File: config.mk
export PLATFORM = sky130hd
export DESIGN_NAME = l2_tag_compare
export DESIGN_NICKNAME = d
export VERILOG_FILES = /design/src/hdl/l2_tag_pkg.sv /design/src/hdl/l2_tag_compare.sv
export SDC_FILE = /design/constraint.sdc
export NUM_CORES = 1
export LEC_CHECK = 0
export ABC_CLOCK_PERIOD_IN_PS = 4950
export BUFFER_PORTS_ARGS = -buffer_cell sky130_fd_sc_hd__buf_2
export CAP_MARGIN = 15
export CORE_ASPECT_RATIO = 1.5
export CORE_UTILIZATION = 57
export CTS_BUF_LIST = sky130_fd_sc_hd__clkbuf_8
export DETAILED_ROUTE_END_ITERATION = 12
export PLACE_DENSITY = 0.89
export SYNTH_ARGS = -nofsm -noshare
export SYNTH_HDL_FRONTEND = slang
export SYNTH_SLANG_ARGS = --single-unit
File: constraint.sdc
create_clock -name clk -period 4.95 [get_ports clk]
set_input_delay 0.2475 -clock clk [delete_from_list [all_inputs] [get_ports clk]]
set_output_delay 0.2475 -clock clk [all_outputs]
set_load 0.05 [all_outputs]
File: src/hdl/l2_tag_pkg.sv
//##########################################################
// PLRU helpers assume exactly 4 ways (3-bit tree)
// SETS must stay 1 << INDEX_W; offset bits are never used
//##########################################################
package l2_tag_pkg;

    localparam int ADDR_W   = 32;
    localparam int OFFSET_W = 5;                            // 32-byte line, ignored
    localparam int INDEX_W  = 9;
    localparam int TAG_W    = ADDR_W - INDEX_W - OFFSET_W;  // 18
    localparam int WAYS     = 4;                            // tied to plru_t
    localparam int SETS     = 1 << INDEX_W;

    typedef logic [TAG_W-1:0]         tag_t;
    typedef logic [INDEX_W-1:0]       index_t;
    typedef logic [$clog2(WAYS)-1:0]  way_t;
    typedef logic [2:0]               plru_t;   // {b2, b1, b0}, b0 is root

    // request as it travels down the pipe
    typedef struct packed {
        logic   valid;
        logic   store;
        tag_t   tag;
        index_t index;
    } req_t;

    // one set as read out of the array
    typedef struct packed {
        tag_t [WAYS-1:0] tag;
        logic [WAYS-1:0] valid;
        logic [WAYS-1:0] dirty;
        plru_t           plru;
    } set_state_t;

    // write-back into the array, one way per request
    typedef struct packed {
        logic   en;
        index_t index;
        way_t   way;
        logic   tag_we;
        tag_t   tag;
        logic   dirty_we;
        logic   dirty;
        logic   valid_set;
        plru_t  plru;         // always written when en
    } update_t;

    typedef struct packed {
        logic   valid;
        logic   hit;
        way_t   way;          // hit way, or allocated way on a miss
        logic   victim_valid;
        logic   victim_dirty;
        tag_t   victim_tag;
    } resp_t;

    // follow the tree to the least recently used way
    function automatic way_t plru_victim(plru_t p);
        way_t w;
        if (!p[0])
            w = p[1] ? 2'd1 : 2'd0;   // left pair
        else
            w = p[2] ? 2'd3 : 2'd2;   // right pair
        return w;
    endfunction

    // point the tree away from the way just used
    function automatic plru_t plru_touch(plru_t p, way_t w);
        plru_t n;
        n = p;
        case (w)
            2'd0: n[1:0] = 2'b11;
            2'd1: n[1:0] = 2'b01;
            2'd2: begin
                n[2] = 1'b1;
                n[0] = 1'b0;
            end
            default: begin
                n[2] = 1'b0;
                n[0] = 1'b0;
            end
        endcase
        return n;
    endfunction

endpackage

File: src/hdl/l2_tag_compare.sv
//##########################################################
// stage 2: hit/miss, victim choice, update build
// only the previous update is forwarded, older ones are in RAM
//##########################################################
`timescale 1ns/1ps

module l2_tag_compare (
    input  logic                   clk,
    input  logic                   rst_n,
    input  l2_tag_pkg::req_t       s1_req,
    input  l2_tag_pkg::set_state_t set_state,
    output l2_tag_pkg::update_t    update,
    output l2_tag_pkg::resp_t      resp
);
    import l2_tag_pkg::*;

    update_t         upd_q;       // write that landed with this read
    set_state_t      st;          // set state after forwarding
    logic            fwd;
    logic [WAYS-1:0] hit_vec;
    logic            hit;
    logic            all_valid;
    way_t            hit_way;
    way_t            inv_way;
    way_t            victim_way;
    way_t            sel_way;
    resp_t           resp_d;

    assign fwd = upd_q.en && (upd_q.index == s1_req.index);

    // patch stale read data with the write from the same edge
    always_comb begin
        st = set_state;
        if (fwd) begin
            st.plru = upd_q.plru;
            if (upd_q.tag_we)
                st.tag[upd_q.way] = upd_q.tag;
            if (upd_q.dirty_we)
                st.dirty[upd_q.way] = upd_q.dirty;
            if (upd_q.valid_set)
                st.valid[upd_q.way] = 1'b1;
        end
    end

    // tag compare, valid ways only
    always_comb begin
        hit_way = '0;
        for (int w = 0; w < WAYS; w++) begin
            hit_vec[w] = st.valid[w] && (st.tag[w] == s1_req.tag);
            if (hit_vec[w])
                hit_way = way_t'(w);   // at most one way can match
        end
    end

    assign hit       = |hit_vec;
    assign all_valid = &st.valid;

    // lowest invalid way first
    always_comb begin
        inv_way = '0;
        for (int w = WAYS - 1; w >= 0; w--) begin
            if (!st.valid[w])
                inv_way = way_t'(w);
        end
    end

    assign victim_way = all_valid ? plru_victim(st.plru) : inv_way;
    assign sel_way    = hit ? hit_way : victim_way;

    // write-back for this request; on a hit the tag is rewritten unchanged
    always_comb begin
        update.en        = s1_req.valid;
        update.index     = s1_req.index;
        update.way       = sel_way;
        update.tag_we    = !hit;
        update.tag       = s1_req.tag;
        update.dirty_we  = !hit || s1_req.store;
        update.dirty     = s1_req.store;            // clean fill unless store
        update.valid_set = !hit;
        update.plru      = plru_touch(st.plru, sel_way);
    end

    // victim fields only mean something on a miss
    always_comb begin
        resp_d.valid        = s1_req.valid;
        resp_d.hit          = hit;
        resp_d.way          = sel_way;
        resp_d.victim_valid = !hit && st.valid[victim_way];
        resp_d.victim_dirty = !hit && st.valid[victim_way] && st.dirty[victim_way];
        resp_d.victim_tag   = hit ? '0 : st.tag[victim_way];
    end

    always_ff @(posedge clk or negedge rst_n) begin
        if (!rst_n) begin
            upd_q <= '0;
            resp  <= '0;
        end else begin
            upd_q <= update;   // lands in the array on this edge
            resp  <= resp_d;
        end
    end

endmodule

==> flow_summary_export.csv, run 1 <==
group,metric,value,unit
drt,num_vias,5708,
placed_design,dp_cells,834,
floorplan,die_x,79.86,um
timing,holdWs,0.01426,ns
run,max-cap-violations,0,
worst_setup_path,cp_data_arrival_time,4.12,ns
synthesis,ys_async_sr_fraction,100.0,%
global_routing,grt_overflow,0,
clocking,clock_path_buffers,2,
floorplan,fp.dieArea,0.009485,mm2
power_and_ir_drop,power.leakage,2.653,nW
clocking,postCtsHoldBufs,0,
cells_and_area,diodes,0,
worst_setup_path,crit_buf_inv,2,
timing,tightest_slew,1.151,ns
power_and_ir_drop,power_switching_share,37.70,%
worst_setup_path,crit_chain,"xnor2_1 -> nand3_2 -> nor4_4 -> nor4bb_1 -> a2bb2o_1 -> nor3_1 -> or3_1 -> inv_1 -> buf_2",
power_and_ir_drop,clockPowerShare,34.4,%
clocking,cts_setup_buffers,0,
drt,via_per_inst,6.715,
worst_setup_path,r2r_start,"upd_q[31]$_DFF_PN0_",
clocking,clock-sinks,57,
run_status,status,"finished clean",
worst_setup_path,rr_worst_depth,9,
placed_design,gp_congestion,0.9942,
clocking,clk_latency,0.36,ns
drt,wl,20.43,mm
cells_and_area,final_cell_mix,"174 x buf_2, 60 x nor3_1, 57 x dfrtp_1",
global_routing,grt_max_degree,58,
power_and_ir_drop,p_comb_share,33.4,%
floorplan,fp.coreArea,0.008828,mm2
timing,tns,0,ns
placed_design,place_ws,1.046,ns
global_routing,antenna_found_initial,0,
cells_and_area,final_common_cell,"buf_2",
worst_setup_path,critical_path.max_fanout,10,
cells_and_area,ff_latch_area,0.001426,mm2
clocking,cts_root_buf,"clkbuf_8",
drt,ant_nets,0,
clocking,htreeDepth,3,
placed_design,io_buffers,174,
worst_setup_path,critical-path-top-delay-family,"simple AND/OR/NAND/NOR gates",
cells_and_area,syn_to_final_growth,16.44,%
synthesis,synthFlopType,"dfrtp_1",
floorplan,die_h,118.8,um
power_and_ir_drop,power_switching,611.7,uW
global_routing,grtUsageTotal,44.54,%
worst_setup_path,cpPeakStageDelay,0.69,ns
synthesis,synth_edf_count,0,
synthesis,ys_seq_area_share,27.52,%
timing,skew,0.01220,ns
hold_path,hp-class,"in2reg",
worst_setup_path,r2r-end,"resp[8]$_DFF_PN0_",
worst_setup_path,crit_start,"upd_q[31]$_DFF_PN0_",
floorplan,start_util,58.70,%
cells_and_area,fin_cells,850,
global_routing,grt_pass1_vias,5582,
power_and_ir_drop,power,1.623,mW
drt,drc,0,
power_and_ir_drop,seqPwrFrac,32.3,%
synthesis,synth_seq_cells,57,
cells_and_area,nFillCells,767,
worst_setup_path,cp-end-kind,"output port",
drt,wl_per_cell,24.03,um
power_and_ir_drop,intPower,1.011,mW
power_and_ir_drop,p_per_area,268.9,mW/mm2
clocking,cts_buffers,9,
timing,finalCritPeriodShare,88.13,%
floorplan,num_rows,42,
synthesis,syn_area,0.005182,mm2
timing,finalCriticalPeriod,4.363,ns
synthesis,syn-instance-count,615,
synthesis,synth_cell_types,70,
worst_setup_path,required,4.70,ns
global_routing,grt_pass1_wl,30.86,mm
worst_setup_path,cp-start-kind,"flop",
cells_and_area,final_nets,849,
synthesis,synth_top_area_share,27.52,%
clocking,cts_tree,"yes",
synthesis,syn_nets,729,
timing,setup_viol,0,
timing,layout_setup_ws,0.5874,ns
drt,first_pass_iters,8,
hold_path,whs_endpoint,"upd_q[36]$_DFF_PN0_",
cells_and_area,final_layout_size_suffix_gt1_share,31.49,%
timing,relSlewSlack,22.68,%
power_and_ir_drop,ir_drop,0.1941,mV
floorplan,io_pins,175,
hold_path,hold_depth,1,
timing,rsz0062_at_grt,"false",
timing,finalHoldViolations,0,
cells_and_area,multi_input_area,0.003206,mm2
timing,slew_viol_final,0,
synthesis,synth_warnings,0,
placed_design,dp_hpwl,15.84,mm
worst_setup_path,path_class,"reg2out",
timing,max_freq,229.2,MHz
synthesis,netlist.top_cell.by_area,"dfrtp_1",
drt,drt-initial-drc-count,531,
synthesis,synth.avg_cell_area,8.427,um2
worst_setup_path,reg2reg_setup_slack,1.02,ns
clocking,clk_pin_slew,0.07,ns
clocking,cts-resized-gates,0,
hold_path,min-delay-start,"s1_req[28]",
worst_setup_path,worst_path_max_delay_cell,"nor4_4",
synthesis,yosys-top-cells-area,"dfrtp_1 28%, xnor2_1 5.9%, nor3_1 5.8%, buf_4 5.5%, xor2_1 4.4%",
-- metal layers --
| layer | vias up | routed length (um) | track usage (%) |
|---|---|---|---|
| met1 | 2680 | 6994 | 48.29 |
| met5 | - | 0 | 0 |
| met4 | 0 | 1608 | 32.37 |
| met2 | 432 | 10160 | 75.32 |
| met3 | 117 | 1664 | 8.417 |
| li1 | 2479 | - | - |
-- cells in the mapped netlist (4+ instances only) --
cell       count
nand2_1       26
a21oi_1       24
nand3_1       32
o22ai_1       15
nand4_1       17
nor2b_1        4
or3_1          6
buf_4         38
a32oi_1        4
o311ai_0       4
buf_2          8
and3_1         4
nor3_1        60
nor4_1        13
mux2i_1       14
nor3_2         6
inv_1         24
o211ai_1       4
o2111ai_1      5
mux2_2         5
clkbuf_1      23
xor2_1        26
dfrtp_1       57
nand2b_1      32
a221o_1        7
xnor2_1       35
nor2_1        20
a311oi_1       4
and4_1         4
o21ai_0       26
-- power groups by stage --
| stage | logic [mW] | registers (mW) | clock network, mW |
|---|---|---|---|
| after floorplan | 0.304 | 0.594 | 0 |
| after global placement | 0.525 | 0.531 | 0 |
| after detailed placement | 0.531 | 0.532 | 0 |
| after CTS | 0.533 | 0.523 | 0.559 |
| after global routing | 0.570 | 0.527 | 0.573 |
| final | 0.541 | 0.524 | 0.557 |
-- per-stage QoR --
step	util [%]	cell area, um2
2_1_floorplan	-	5182
3_3_place_gp	65.59	5791
3_5_place_dp	65.59	5791
4_1_cts	68.35	6035
5_1_grt	68.35	6035
6_report	68.35	6035
-- flip-flops by register name (all words and copies together), names as in the netlist --
name   cells
upd_q     36
resp      21
-- final cells by class --
type | count | share of cell area, %
clock buffers | 10 | 2.281
clock inverters | 6 | 1.762
inverters | 24 | 1.493
multi-input cells | 461 | 53.12
flip-flops and latches | 57 | 23.64
well taps | 110 | 2.281
repair buffers | 182 | 15.43
-- worst max path at each step --
stage,end,slack (ns),cells after the start
4_1_cts,update[24],0.65,9
2_1_floorplan,upd_q[2]$_DFF_PN0_,0.86,9
5_1_grt,update[24],0.39,9
3_5_place_dp,update[24],1.05,10
3_3_place_gp,update[24],1.18,11
6_report,update[24],0.59,9
-- cell families after synthesis --
family	Yosys count	synth area share [%]
muxes	19	3.790
AOI/OAI and AO/OA	125	16.78
and+or+nand+nor	252	29.50
buffers and inverters	97	10.62
DFF	57	27.52
xor gates and xnor gates	65	11.78
Power figures use the tool's default switching activity.
==> inputs of run 2 (changes only) <==
- ABC_CLOCK_PERIOD_IN_PS: 4950 -> 4960
- CAP_MARGIN: 15 -> 20
- CORE_UTILIZATION: 57 -> 53
- PLACE_DENSITY: 0.89 -> 0.84
- clock period: 4.95 -> 4.96 ns (I/O delays scaled with it)
==> run 2 against run 1 <==
  * Sequential cell count unchanged
  * Via count decreased by 0.25%
  * Critical path depth increased by 1
  * Register-to-register slack improved by 0.03 ns
  * Global-route usage decreased by 3.1 points
  * Die area increased by 7.4%
  * Wire length increased by 0.72%
  * Core utilization decreased by 3.9 points
  * Sequential power about the same
  * Worst hold slack got worse by 0.0017 ns
  * Clock skew decreased by 0.0021 ns
  * Largest power group is now combinational logic
==> flow_summary_export.csv, run 2 (synthesized netlist as in run 1, its figures left out) <==
group,metric,value,unit
floorplan,fp.dieArea,0.01019,mm2
floorplan,die_h,123.1,um
power_and_ir_drop,p_comb_share,34.0,%
drt,drc,0,
clocking,clock_path_buffers,2,
worst_setup_path,cp_data_arrival_time,4.12,ns
clocking,postCtsHoldBufs,0,
cells_and_area,syn_to_final_growth,16.34,%
cells_and_area,largest_registers,"upd_q x36, resp x21",
timing,finalCritPeriodShare,88.16,%
clocking,cts_root_buf,"clkbuf_8",
power_and_ir_drop,clockPowerShare,32.9,%
floorplan,fp.coreArea,0.009361,mm2
cells_and_area,largest_reg_flops,36,
clocking,clk_pin_slew,0.07,ns
cells_and_area,final_nets,850,
clocking,cts-resized-gates,0,
placed_design,place_ws,0.9735,ns
drt,num_vias,5694,
global_routing,grtUsageTotal,41.48,%
worst_setup_path,cp-end-kind,"output port",
floorplan,io_pins,175,
power_and_ir_drop,power_switching_share,38.56,%
timing,skew,0.01009,ns
timing,layout_setup_ws,0.5874,ns
timing,setup_viol,0,
clocking,cts_buffers,9,
global_routing,grt_overflow,0,
placed_design,io_buffers,174,
timing,slew_viol_final,0,
worst_setup_path,crit_chain,"xnor2_1 -> nand4_4 -> nor4_2 -> and3_1 -> mux2i_1 -> o2111ai_1 -> nand2_2 -> or3_1 -> inv_1 -> buf_2",
worst_setup_path,critical_path.max_fanout,13,
worst_setup_path,path_class,"reg2out",
timing,tns,0,ns
hold_path,hp-class,"in2reg",
drt,ant_nets,0,
timing,tightest_slew,0.9291,ns
cells_and_area,final_common_cell,"buf_2",
global_routing,grt_max_degree,58,
timing,rsz0062_at_grt,"false",
drt,via_per_inst,6.675,
worst_setup_path,cp-start-kind,"flop",
drt,wl_per_cell,24.12,um
power_and_ir_drop,ir_drop,0.2095,mV
cells_and_area,final_layout_size_suffix_gt1_share,31.71,%
cells_and_area,diodes,0,
power_and_ir_drop,power.leakage,2.650,nW
run,max-cap-violations,0,
worst_setup_path,worst_path_max_delay_cell,"or3_1",
floorplan,num_rows,43,
cells_and_area,top_register,"upd_q",
floorplan,start_util,55.36,%
run_status,status,"finished clean",
global_routing,grt_pass1_wl,30.14,mm
clocking,cts_tree,"yes",
power_and_ir_drop,power_switching,610.5,uW
clocking,clk_latency,0.35,ns
timing,finalHoldViolations,0,
timing,finalCriticalPeriod,4.373,ns
clocking,htreeDepth,3,
worst_setup_path,critical-path-top-delay-family,"simple AND/OR/NAND/NOR gates",
global_routing,grt_pass1_vias,5570,
placed_design,gp_congestion,1.002,
power_and_ir_drop,p_per_area,262.6,mW/mm2
clocking,cts_setup_buffers,0,
drt,wl,20.58,mm
clocking,clock-sinks,57,
cells_and_area,final_cell_mix,"174 x buf_2, 60 x nor3_1, 57 x dfrtp_1",
drt,first_pass_iters,5,
worst_setup_path,crit_buf_inv,2,
drt,drt-initial-drc-count,439,
worst_setup_path,cpPeakStageDelay,0.65,ns
placed_design,dp_hpwl,16.11,mm
timing,max_freq,228.7,MHz
power_and_ir_drop,intPower,972.8,uW
timing,relSlewSlack,38.06,%
global_routing,antenna_found_initial,0,
floorplan,die_x,82.74,um
worst_setup_path,required,4.71,ns
power_and_ir_drop,seqPwrFrac,33.1,%
run 2: cell count changes in the layout (fill, tap and decap cells not counted), sizes merged:
cell,change
bufinv,-1
clkbuf,+2
clkinv,+1
inv,-1
run 2: final timing paths:
path	from	to	slack [ns]	cells past startpoint
min reg2reg	upd_q[16]$_DFF_PN0_	resp[10]$_DFF_PN0_	0.62	2
min	s1_req[28]	upd_q[36]$_DFF_PN0_	0.01	1
max reg2reg	upd_q[34]$_DFF_PN0_	resp[5]$_DFF_PN0_	1.05	10
max in group asynchronous	rst_n	resp[14]$_DFF_PN0_	4.41	2
max	upd_q[34]$_DFF_PN0_	update[24]	0.59	10
min in group asynchronous	rst_n	upd_q[9]$_DFF_PN0_	0.06	2
run 2: final cells by class:
cell class              count  area [um2]
well taps                 112       140.1
clock inverters             5       77.57
flip-flops and latches     57        1426
multi-input cells         461        3206
fillers                   840        3332
repair buffers            183       938.4
inverters                  24       90.09
clock buffers              11       151.4
run 2: metrics by stage:
| stage | cells | hold slack, ns | cell area, um2 | total power [mW] | util [%] |
|---|---|---|---|---|---|
| 2_1_floorplan | 615 | -0.04759 | 5182 | 0.8971 | - |
| 3_3_place_gp | 836 | 0.3687 | 5793 | 1.055 | 61.88 |
| 3_5_place_dp | 836 | 0.3691 | 5793 | 1.062 | 61.88 |
| 4_1_cts | 852 | 0.005749 | 6022 | 1.576 | 64.33 |
| 5_1_grt | 853 | 0.01172 | 6030 | 1.636 | 64.41 |
| 6_report | 853 | 0.01260 | 6030 | 1.583 | 64.41 |
run 2: power groups by stage:
stage / sequential [mW] / clock, mW / combinational [mW]
floorplan: 0.593 / 0 / 0.304
global placement: 0.530 / 0 / 0.525
detailed placement: 0.532 / 0 / 0.530
CTS: 0.523 / 0.521 / 0.532
global route: 0.528 / 0.540 / 0.568
finish: 0.524 / 0.521 / 0.539
run 2: metal layers:
layer / share of wire [%] / track usage [%] / routed length, um
met1: 34 / 43.64 / 6989
met2: 49 / 71.41 / 10170
met3: 7.7 / 7.306 / 1578
met4: 8.9 / 31.47 / 1838
met5: 0 / 0 / 0
==> inputs of run 3 (changes only) <==
==> constraint.sdc (replaced) <==
create_clock -name clk -period 4.96 [get_ports clk]
set_input_delay 0.992 -clock clk [delete_from_list [all_inputs] [get_ports clk]]
set_output_delay 0.992 -clock clk [all_outputs]
set_load 0.05 [all_outputs]
==> run 3 against run 2 <==
  * Register-to-register slack gained 0.21 ns
  * Final cell count grew 2.9%
  * Sequential cell count unchanged
  * Die area unchanged
  * Critical path type is now in2out
  * Critical endpoint is now update[2]
==> flow_summary_export.csv, run 3 (synthesized netlist as in run 1, its figures left out) <==
group,metric,value,unit
worst_setup_path,crit_chain,"buf_2 -> xnor2_1 -> and4_1 -> nand3_1 -> nor4_2 -> mux2_2 -> and4_1 -> a21o_1 -> o211a_1 -> a311oi_4 -> clkbuf_4",
cells_and_area,nFillCells,800,
timing,finalCriticalPeriod,4.808,ns
worst_setup_path,r2r-end,"resp[0]$_DFF_PN0_",
cells_and_area,diodes,0,
power_and_ir_drop,power_switching_share,38.98,%
timing,rsz0062_at_grt,"false",
floorplan,num_rows,43,
clocking,clk_latency,0.36,ns
worst_setup_path,path_common_cell,"and4_1",
drt,drt-initial-drc-count,521,
run,max-cap-violations,0,
global_routing,grt_pass1_wl,31.28,mm
worst_setup_path,cp-start-kind,"primary input",
worst_setup_path,cpPeakStageDelay,0.38,ns
clocking,clk_pin_slew,0.07,ns
run_status,status,"finished clean",
drt,ant_nets,0,
floorplan,die_x,82.74,um
clocking,cts_buffers,9,
timing,holdWs,0.6467,ns
worst_setup_path,required,3.97,ns
cells_and_area,largest_reg_flops,36,
timing,relSlewSlack,37.35,%
placed_design,dp_hpwl,16.69,mm
drt,via_per_inst,6.737,
drt,first_pass_iters,5,
timing,slew_viol_final,0,
global_routing,grt_pass1_vias,5702,
hold_path,hp-class,"reg2reg",
power_and_ir_drop,seqPwrFrac,33.4,%
global_routing,grt_overflow,0,
timing,finalCritPeriodShare,96.93,%
cells_and_area,final_cell_mix,"173 x buf_2, 60 x nor3_1, 57 x dfrtp_1",
drt,num_vias,5915,
worst_setup_path,rr_worst_depth,9,
cells_and_area,largest_registers,"upd_q x36, resp x21",
timing,setup_viol,0,
hold_path,hold_depth,2,
floorplan,io_pins,175,
floorplan,fp.coreArea,0.009361,mm2
clocking,clock_path_buffers,2,
power_and_ir_drop,clockPowerShare,31.2,%
cells_and_area,final_layout_size_suffix_gt1_share,34.46,%
power_and_ir_drop,p_per_area,251.8,mW/mm2
drt,wl_per_cell,24.13,um
timing,skew,0.01085,ns
cells_and_area,final_common_cell,"buf_2",
clocking,cts_tree,"yes",
drt,wl,21.18,mm
placed_design,io_buffers,174,
clocking,htreeDepth,3,
worst_setup_path,cp-end-kind,"output port",
power_and_ir_drop,power.leakage,2.777,nW
worst_setup_path,reg2reg_setup_slack,1.26,ns
hold_path,whs_endpoint,"resp[6]$_DFF_PN0_",
placed_design,gp_congestion,0.9938,
global_routing,grt_max_degree,58,
worst_setup_path,worst_path_max_delay_cell,"mux2_2",
timing,finalHoldViolations,0,
global_routing,antenna_found_initial,0,
clocking,postCtsHoldBufs,0,
power_and_ir_drop,ir_drop,0.1920,mV
timing,tns,0,ns
worst_setup_path,path_class,"in2out",
power_and_ir_drop,p_comb_share,35.5,%
worst_setup_path,cp_data_arrival_time,3.82,ns
timing,max_freq,208.0,MHz
cells_and_area,final_nets,876,
floorplan,fp.dieArea,0.01019,mm2
drt,drc,0,
cells_and_area,syn_to_final_growth,20.40,%
power_and_ir_drop,power_switching,612.4,uW
global_routing,grtUsageTotal,43.43,%
cells_and_area,top_register,"upd_q",
clocking,clock-sinks,57,
clocking,cts_root_buf,"clkbuf_8",
floorplan,start_util,55.36,%
hold_path,min-delay-start,"upd_q[12]$_DFF_PN0_",
worst_setup_path,r2r_start,"upd_q[26]$_DFF_PN0_",
timing,tightest_slew,0.9381,ns
power_and_ir_drop,intPower,958.8,uW
floorplan,die_h,123.1,um
worst_setup_path,critical_path.max_fanout,5,
run 3: worst max-delay path by stage:
stage / start / to / slack, ns
CTS: s1_req[7] / update[2] / 0.05
global route: s1_req[1] / update[2] / 0.01
detailed placement: s1_req[7] / update[2] / 0.05
floorplan: s1_req[6] / update[2] / 0.16
global placement: s1_req[7] / update[2] / 0.16
finish: s1_req[7] / update[2] / 0.15
run 3: timing repair:
item,4_1_cts,5_1_grt
resized for setup,0,4
buffers inserted,0,2
endpoints found under the setup margin,0,4
hold endpoints to repair,0,0
run 3: power by group through the flow:
stage	Clock [mW]	Sequential, mW	Combinational, mW
CTS	0.490	0.523	0.545
global placement	0	0.530	0.539
finish	0.489	0.525	0.557
global route	0.513	0.527	0.585
detailed placement	0	0.532	0.543
floorplan	0	0.593	0.306
run 3: routing by layer:
metal	wire, um	GRT usage, %
met1	6958	46.10
met2	10500	72.64
met4	1970	33.94
met5	0	0
met3	1752	9.373
run 3: area by class of cell:
cell class	instances	area, um2	area share (%)
Multi-Input combinational cell	461	3233	51.81
Sequential cell	57	1426	22.86
Timing Repair Buffer	209	1136	18.21
Clock buffer	13	178.9	2.867
Tap cell	112	140.1	2.246
Inverter	24	90.09	1.444
Clock inverter	2	35.03	0.5615
run 3: stage by stage:
step	utilization [%]	area (um2)	std cells	power, mW	setup WS, ns
after floorplan	-	5200	615	0.8989	0.1635
after global placement	64.07	5998	861	1.069	0.1555
after detailed placement	64.07	5998	861	1.075	0.04947
after CTS	66.36	6212	876	1.559	0.05293
after global routing	66.65	6240	878	1.625	0.01457
final	66.65	6240	878	1.571	0.1523
run 3: critical path: cells and delay by family:
family	cells	cell delay [ns]
AND/OR/NAND/NOR	4	1.02
AO/OA/AOI/OAI	3	0.73
buffers and inverters	2	0.41
multiplexers	1	0.38
XOR/XNOR	1	0.28
